--- src/rtl/link_test_pkg.sv ---
`default_nettype none

package link_test_pkg;

  localparam int NUM_LANES = 4;
  localparam int LANE_W    = 2;  // Dibit lanes
  localparam int CNT_W     = 32;

  // Samples ignored after a clear, enough to fill the PRBS7 history
  localparam int                WARM_W = 3;
  localparam logic [WARM_W-1:0] WARMUP = WARM_W'(4);

  localparam int                PRBS_W    = 7;
  localparam logic [PRBS_W-1:0] PRBS_SEED = '1;
  localparam logic [LANE_W-1:0] ALT_DIBIT = 2'b10;

  // Opcode in mode[7:4], unlisted codes behave as idle
  typedef enum logic [3:0] {
    OP_IDLE  = 4'd0,
    OP_PRBS7 = 4'd1,
    OP_ALT   = 4'd2,
    OP_RAMP  = 4'd3
  } link_op_e;

  typedef enum logic [1:0] {
    PAT_PRBS7 = 2'd0,  // x^7 + x^6 + 1
    PAT_ALT   = 2'd1,
    PAT_RAMP  = 2'd2
  } pattern_e;

endpackage

`default_nettype wire

--- src/rtl/link_test_top.sv ---
`timescale 1ns/1ns
`default_nettype none

module link_test_top (
  input  wire                                                       CLK,
  input  wire                                                       RSTX,
  input  wire                                                       clr,
  input  wire                                                       hold,
  input  wire  [7:0]                                                mode,
  input  wire  [1:0]                                                lane_sel,
  input  wire  [link_test_pkg::NUM_LANES*link_test_pkg::LANE_W-1:0] din,
  output logic [link_test_pkg::NUM_LANES*link_test_pkg::LANE_W-1:0] dout,
  output logic [link_test_pkg::CNT_W-1:0]                           recv_cnt,
  output logic [link_test_pkg::CNT_W-1:0]                           err_cnt,
  output logic [link_test_pkg::NUM_LANES-1:0]                       err_flags
);

  link_test_pkg::pattern_e                                   pattern;
  logic [link_test_pkg::NUM_LANES-1:0]                       lane_en;
  logic                                                      lane_clr;
  logic                                                      chk_clr;
  logic [link_test_pkg::NUM_LANES*link_test_pkg::CNT_W-1:0]  recv_all;
  logic [link_test_pkg::NUM_LANES*link_test_pkg::CNT_W-1:0]  err_all;

  assign chk_clr = clr || lane_clr;  // Counters also restart on a mode change

  mode_decoder u_mode (
    .CLK      (CLK),
    .RSTX     (RSTX),
    .mode     (mode),
    .pattern  (pattern),
    .lane_en  (lane_en),
    .lane_clr (lane_clr)
  );

  for (genvar i = 0; i < link_test_pkg::NUM_LANES; i++) begin : g_lane
    pattern_gen u_gen (
      .CLK     (CLK),
      .RSTX    (RSTX),
      .en      (lane_en[i]),
      .clr     (lane_clr),
      .pattern (pattern),
      .dout    (dout[i*link_test_pkg::LANE_W +: link_test_pkg::LANE_W])
    );

    pattern_check u_chk (
      .CLK      (CLK),
      .RSTX     (RSTX),
      .en       (lane_en[i]),
      .clr      (chk_clr),
      .hold     (hold),
      .pattern  (pattern),
      .din      (din[i*link_test_pkg::LANE_W +: link_test_pkg::LANE_W]),
      .recv_cnt (recv_all[i*link_test_pkg::CNT_W +: link_test_pkg::CNT_W]),
      .err_cnt  (err_all[i*link_test_pkg::CNT_W +: link_test_pkg::CNT_W])
    );
  end

  result_select u_res (
    .CLK       (CLK),
    .RSTX      (RSTX),
    .lane_sel  (lane_sel),
    .recv_all  (recv_all),
    .err_all   (err_all),
    .recv_cnt  (recv_cnt),
    .err_cnt   (err_cnt),
    .err_flags (err_flags)
  );

endmodule

`default_nettype wire

--- src/rtl/mode_decoder.sv ---
`timescale 1ns/1ns
`default_nettype none

module mode_decoder (
  input  wire                                   CLK,
  input  wire                                   RSTX,
  input  wire  [7:0]                            mode,
  output link_test_pkg::pattern_e               pattern,
  output logic [link_test_pkg::NUM_LANES-1:0]   lane_en,
  output logic                                  lane_clr
);

  logic [7:0]                          mode_q;
  link_test_pkg::pattern_e             pat_d;
  logic [link_test_pkg::NUM_LANES-1:0] en_d;

  always_comb begin
    pat_d = link_test_pkg::PAT_PRBS7;
    en_d  = mode[link_test_pkg::NUM_LANES-1:0];
    case (link_test_pkg::link_op_e'(mode[7:4]))
      link_test_pkg::OP_PRBS7: pat_d = link_test_pkg::PAT_PRBS7;
      link_test_pkg::OP_ALT:   pat_d = link_test_pkg::PAT_ALT;
      link_test_pkg::OP_RAMP:  pat_d = link_test_pkg::PAT_RAMP;
      default:                 en_d  = '0;  // Idle and unused codes
    endcase
  end

  always_ff @(posedge CLK or negedge RSTX) begin
    if (!RSTX) begin
      mode_q   <= '0;
      pattern  <= link_test_pkg::PAT_PRBS7;
      lane_en  <= '0;
      lane_clr <= 1'b1;  // Lanes start from a clean state
    end else begin
      mode_q   <= mode;
      pattern  <= pat_d;
      lane_en  <= en_d;
      lane_clr <= (mode != mode_q);
    end
  end

  a_idle_no_lanes: assert property (
    @(posedge CLK) disable iff (!RSTX)
    !(mode_q[7:4] inside {link_test_pkg::OP_PRBS7, link_test_pkg::OP_ALT,
                          link_test_pkg::OP_RAMP})
      |-> (lane_en == '0)
  );

endmodule

`default_nettype wire

--- src/rtl/pattern_check.sv ---
`timescale 1ns/1ns
`default_nettype none

module pattern_check (
  input  wire                               CLK,
  input  wire                               RSTX,
  input  wire                               en,
  input  wire                               clr,
  input  wire                               hold,
  input  link_test_pkg::pattern_e           pattern,
  input  wire  [link_test_pkg::LANE_W-1:0]  din,
  output logic [link_test_pkg::CNT_W-1:0]   recv_cnt,
  output logic [link_test_pkg::CNT_W-1:0]   err_cnt
);

  logic [link_test_pkg::WARM_W-1:0] warm_q;
  logic [link_test_pkg::PRBS_W-1:0] hist_q;
  logic [link_test_pkg::LANE_W-1:0] ramp_q;
  logic [link_test_pkg::LANE_W-1:0] expect_d;
  logic [link_test_pkg::LANE_W-1:0] diff;
  logic [1:0]                       nerr;
  logic                             counting;

  assign counting = en && !clr && (warm_q == link_test_pkg::WARMUP);

  always_comb begin
    case (pattern)
      // Predicted from received bits, so a flip shows up three times
      link_test_pkg::PAT_PRBS7: expect_d = {hist_q[6] ^ hist_q[5], hist_q[5] ^ hist_q[4]};
      link_test_pkg::PAT_ALT:   expect_d = link_test_pkg::ALT_DIBIT;
      link_test_pkg::PAT_RAMP:  expect_d = ramp_q;
      default:                  expect_d = din;
    endcase
    diff = din ^ expect_d;
    nerr = {1'b0, diff[1]} + {1'b0, diff[0]};  // 0 to 2 bad bits
  end

  always_ff @(posedge CLK) begin
    hist_q <= {hist_q[4:0], din};
    ramp_q <= counting ? ramp_q + 2'd1 : din + 2'd1;  // Last warm-up sample seeds ramp
  end

  always_ff @(posedge CLK or negedge RSTX) begin
    if (!RSTX) begin
      warm_q   <= '0;
      recv_cnt <= '0;
      err_cnt  <= '0;
    end else if (clr || !en) begin
      warm_q   <= '0;
      recv_cnt <= '0;
      err_cnt  <= '0;
    end else if (warm_q != link_test_pkg::WARMUP) begin
      warm_q <= warm_q + {{(link_test_pkg::WARM_W-1){1'b0}}, 1'b1};
    end else if (!hold) begin
      recv_cnt <= recv_cnt + {{(link_test_pkg::CNT_W-1){1'b0}}, 1'b1};
      err_cnt  <= err_cnt + {{(link_test_pkg::CNT_W-2){1'b0}}, nerr};
    end
  end

  a_err_bound: assert property (
    @(posedge CLK) disable iff (!RSTX)
    {1'b0, err_cnt} <= {recv_cnt, 1'b0}
  );

endmodule

`default_nettype wire

--- src/rtl/pattern_gen.sv ---
`timescale 1ns/1ns
`default_nettype none

module pattern_gen (
  input  wire                                CLK,
  input  wire                                RSTX,
  input  wire                                en,
  input  wire                                clr,
  input  link_test_pkg::pattern_e            pattern,
  output logic [link_test_pkg::LANE_W-1:0]   dout
);

  logic [link_test_pkg::PRBS_W-1:0] prbs_q;
  logic [link_test_pkg::PRBS_W-1:0] prbs_src;
  logic [link_test_pkg::LANE_W-1:0] prbs_bits;
  logic [link_test_pkg::LANE_W-1:0] ramp_q;
  logic [link_test_pkg::LANE_W-1:0] ramp_src;

  // A clear restarts from the seed in the same cycle
  always_comb begin
    prbs_src  = clr ? link_test_pkg::PRBS_SEED : prbs_q;
    ramp_src  = clr ? '0 : ramp_q;
    prbs_bits = {prbs_src[6] ^ prbs_src[5], prbs_src[5] ^ prbs_src[4]};  // Older bit on top
  end

  always_ff @(posedge CLK or negedge RSTX) begin
    if (!RSTX) begin
      prbs_q <= link_test_pkg::PRBS_SEED;
      ramp_q <= '0;
      dout   <= '0;
    end else if (!en) begin
      prbs_q <= link_test_pkg::PRBS_SEED;
      ramp_q <= '0;
      dout   <= '0;
    end else begin
      prbs_q <= prbs_src;
      ramp_q <= ramp_src;
      case (pattern)
        link_test_pkg::PAT_PRBS7: begin
          prbs_q <= {prbs_src[4:0], prbs_bits};  // Two steps per cycle
          dout   <= prbs_bits;
        end
        link_test_pkg::PAT_ALT:  dout <= link_test_pkg::ALT_DIBIT;
        link_test_pkg::PAT_RAMP: begin
          ramp_q <= ramp_src + 2'd1;
          dout   <= ramp_src;
        end
        default: dout <= '0;
      endcase
    end
  end

  a_off_is_zero: assert property (
    @(posedge CLK) disable iff (!RSTX)
    !en |=> (dout == '0)
  );

endmodule

`default_nettype wire

--- src/rtl/result_select.sv ---
`timescale 1ns/1ns
`default_nettype none

module result_select (
  input  wire                                                      CLK,
  input  wire                                                      RSTX,
  input  wire  [1:0]                                               lane_sel,
  input  wire  [link_test_pkg::NUM_LANES*link_test_pkg::CNT_W-1:0] recv_all,
  input  wire  [link_test_pkg::NUM_LANES*link_test_pkg::CNT_W-1:0] err_all,
  output logic [link_test_pkg::CNT_W-1:0]                          recv_cnt,
  output logic [link_test_pkg::CNT_W-1:0]                          err_cnt,
  output logic [link_test_pkg::NUM_LANES-1:0]                      err_flags
);

  logic [link_test_pkg::CNT_W-1:0]     recv_d;
  logic [link_test_pkg::CNT_W-1:0]     err_d;
  logic [link_test_pkg::NUM_LANES-1:0] flags_d;

  always_comb begin
    recv_d = recv_all[lane_sel*link_test_pkg::CNT_W +: link_test_pkg::CNT_W];
    err_d  = err_all[lane_sel*link_test_pkg::CNT_W +: link_test_pkg::CNT_W];
    for (int i = 0; i < link_test_pkg::NUM_LANES; i++) begin
      flags_d[i] = |err_all[i*link_test_pkg::CNT_W +: link_test_pkg::CNT_W];  // Any error seen
    end
  end

  always_ff @(posedge CLK or negedge RSTX) begin
    if (!RSTX) begin
      recv_cnt  <= '0;
      err_cnt   <= '0;
      err_flags <= '0;
    end else begin
      recv_cnt  <= recv_d;
      err_cnt   <= err_d;
      err_flags <= flags_d;
    end
  end

endmodule

`default_nettype wire

--- config.mk ---
export PLATFORM = sky130hd
export DESIGN_NAME = link_test_top
export DESIGN_NICKNAME = d
export VERILOG_FILES = /design/src/rtl/link_test_pkg.sv /design/src/rtl/link_test_top.sv /design/src/rtl/mode_decoder.sv /design/src/rtl/pattern_check.sv /design/src/rtl/pattern_gen.sv /design/src/rtl/result_select.sv
export SDC_FILE = /design/constraint.sdc
export NUM_CORES = 1
export LEC_CHECK = 0
export ABC_AREA = 1
export BUFFER_PORTS_ARGS = -buffer_cell sky130_fd_sc_hd__buf_2
export CAP_MARGIN = 10
export CORE_ASPECT_RATIO = 0.5
export CORE_MARGIN = 2
export CORE_UTILIZATION = 25
export CTS_CLUSTER_SIZE = 16
export DETAILED_ROUTE_END_ITERATION = 10
export PLACE_DENSITY_LB_ADDON = 0.12
export SLEW_MARGIN = 10
export SYNTH_ARGS = -nofsm -noshare
export SYNTH_HDL_FRONTEND = slang
export SYNTH_HIERARCHICAL = 1
export SYNTH_SLANG_ARGS = --single-unit
export TNS_END_PERCENT = 5
--- constraint.sdc ---
create_clock -name CLK -period 2.7 [get_ports CLK]
set_clock_uncertainty 0.1 [all_clocks]
set_input_delay 0.405 -clock CLK [delete_from_list [all_inputs] [get_ports CLK]]
set_output_delay 0.405 -clock CLK [all_outputs]
set_load 0.005 [all_outputs]
==> results.md <==
* Largest net degree at the start of global routing at 87
* CTS buffer count at 49
* Mapped Cells at 3208
* Final period utilization at 0.959
* Status: complete, no violations
* Slew HR at 0.587
* Commonest non-fill, non-tap cell in the layout: nand2_1
* Max Clk Rate at 0.386 GHz
* Pre-antenna DRT Iters at 5
* Final Net Count at 3397
* DR iter-0 viols at 1667
* Final Setup Violations at 0
* Maximum vdd drop at 0.402 mV
* Layout cells sized above 1 at 0.134
* Post-synthesis cell area at 0.0235 sq mm
* CTS H-Tree Depth at 2
* CP Capture Type: flop
* Setup WS pre-CTS at -99.1 ps
* Routed WL per cell at 17.9 microns
* Clk root buf: clkbuf_16
* Yosys cell types at 42
* Hpwl dp at 61600 microns
* Final setup margin at 111 ps
* Worst Hold Class: in2async
* Share of Yosys cell area claimed by the top area cell type at 0.389
* CP required at 3080 ps
* Lkg Pwr at 11.2 nW
* Initial core utilization at 0.253
* RSZ-0062 raised after global routing: true
* Rows at 79
* Sw Ratio at 0.254
* Clk buf depth at 3
* Routability cong. at 0.839
* Sequential area share after synthesis at 0.452
* Fin. max-slew vios at 0
* Initial antenna violation count at 3
* Crit Path Max Fanout at 7
* Slew @ Worst Pin at 612 ps
* Final WL at 83200 microns
* Vias in the first global route at 20300
* Psw at 0.00369 W
* Int Pwr at 0.0109 W
* Final Util at 0.298
* Congestion Overflow GR at 0
* Via count at 21600
* Area leader, netlist: dfrtp_1
* Via density at 4.63
* Tot GR Track Use at 0.169
* Final hold vios at 0
* Post-route ant nets at 0
* Most area-consuming cells after synthesis: dfrtp_1 39%, nand2_1 11%, nor2_1 9.9%
* Die width at 438 microns
* Synthesized area per cell at 7.33 sq um
* Gate power share at 0.058
* Clk_lat worst skew at 610 ps
* IO Count at 98
* Max Cap Viol at 0
* YS warnings at 6
* Port bufs at 97
* # DRC at 0
* Startpoint types: flop
* Hold_ws at 191 ps
* Crit Path Class: reg2reg
* CP arrival at 2970 ps
* Core ar. at 0.0931 sq mm
* Die Span Y at 221 microns
* Highest-count cells in the layout ignoring fill and taps: 689 x nand2_1, 604 x nor2_1, 364 x dfrtp_1
* Synthesized Nets at 3250
* Crit path time final at 2590 ps
* Yosys reg bits at 431
* Sequential Power Share at 0.455
* Clock transition at the registers of the reported paths at 60 ps
* CTS Sinks at 431
* CTS tree: built
* First-pass GRT wire length at 127000 microns
* Die area at 0.0967 sq mm
* Area grow syn2layout at 18.1%
* Pwr Density at 524 mW/mm^2
* Clk pwr share at 0.487
==> synthesized netlist by cell type (all sizes together) <==
cell type / number
nand2: 716
a21oi: 272
dfstp: 29
clkbuf: 15
nor3b: 9
or2: 8
nor3: 22
o22ai: 40
o21ai: 288
ha: 16
o211ai: 8
and2: 14
nor2: 676
inv: 321
dfxtp: 36
xor2: 4
buf: 69
a31oi: 7
nand3b: 3
fa: 4
o31ai: 4
nand3: 242
xnor2: 13
dfrtp: 366
nand4: 26
==> path summary, 6_finish.rpt <==
| kind | from | end | slack, ps | cells past startpoint |
|---|---|---|---|---|
| setup / recovery | u_mode/pattern[1] | g_lane[1].u_chk/err_cnt[30] | 110 | 15 |
| hold / removal | RSTX | g_lane[1].u_chk/err_cnt[15] | 190 | 2 |
| setup reg to reg | u_mode/pattern[1] | g_lane[1].u_chk/err_cnt[30] | 110 | 15 |
| hold reg to reg | g_lane[0].u_chk/hist_q[1] | g_lane[0].u_chk/hist_q[3] | 220 | 0 |
| max in group asynchronous | RSTX | g_lane[3].u_chk/recv_cnt[21] | 1490 | 3 |
| min in group CLK | g_lane[0].u_chk/hist_q[1] | g_lane[0].u_chk/hist_q[3] | 220 | 0 |
==> power by group through the flow <==
stage / Sequential (W) / Combinational (W) / Clock, W
after detailed placement: 0.00674 / 0.000807 / 0
final: 0.00662 / 0.000844 / 0.00708
after floorplan: 0.00674 / 0.000331 / 0
after CTS: 0.00662 / 0.000836 / 0.00735
after global placement: 0.00674 / 0.000821 / 0
after global routing: 0.00662 / 0.000934 / 0.00762
==> repair_timing <==
action,in CTS,in global routing
setup endpoints to repair,47,106
cloned,1,3
gates resized for setup,17,73
hold buffers,17,0
hold endpoints to repair,164,0
pin swaps,4,17
buffers inserted,0,3
==> layout make-up <==
cell class	count	area [sq um]
timing repair buffer	176	1280
clock inverter	28	289
sequential	431	10600
fill	10200	65300
antenna	1	2.50
multi-input combinational	2376	11400
inverter	321	1210
tap	1255	1570
clock buffer	62	1380
==> routing by layer <==
metal	track usage	up-vias	wire length, microns
met3	0.0299	71	4780
li1	-	10700	-
met4	0.0278	0	1020
met5	0	-	0
met2	0.224	456	32100
met1	0.278	10300	45400
==> worst max-delay path: stages (launching register included) <==
cell and delay (ps):
dfrtp_2 460, buf_4 180, nor2_2 120, nand2_1 80
o21ai_2 190, nand3_2 90, o21ai_2 80, fa_2 230
ha_2 190, nand3_2 90, nor2_2 140, nand2_2 120
nor2_4 220, nand3_1 100, nand2_1 60, nor2_1 40
==> logic make-up after synthesis <==
kind of cell    count (synthesis)  share of synthesized area
compound gates                619                      0.138
xor+xnor                       17                    0.00633
fa+ha+maj                      20                     0.0119
buf+inv                       405                     0.0742
flops                         431                      0.452
simple gates                 1716                      0.317
==> state kept, by name, summed over array words and instances (netlist names), 4 cells and up <==
| register | flops |
|---|---|
| u_res/recv_cnt | 32 |
| g_lane.u_chk/warm_q | 12 |
| g_lane.u_gen/prbs_q | 28 |
| u_mode/lane_en | 4 |
| g_lane.u_chk/err_cnt | 128 |
| g_lane.u_chk/ramp_q | 8 |
| g_lane.u_gen/dout | 8 |
| u_res/err_flags | 4 |
| u_mode/mode_q | 8 |
| g_lane.u_gen/ramp_q | 8 |
| u_res/err_cnt | 32 |
| g_lane.u_chk/hist_q | 28 |
| g_lane.u_chk/recv_cnt | 128 |
==> stage by stage <==
| step | cells | power, W | cell area (sq um) | TNS (ps) |
|---|---|---|---|---|
| final | 4650 | 0.0145 | 27800 | 0 |
| after global routing | 4649 | 0.0152 | 27800 | -1080 |
| after CTS | 4643 | 0.0148 | 27500 | 0 |
| after detailed placement | 4535 | 0.00755 | 25700 | -1100 |
| after global placement | 4535 | 0.00756 | 25700 | -345 |
| after floorplan | 3208 | 0.00707 | 23500 | 0 |
No activity file was read; power rests on OpenSTA's default activity.
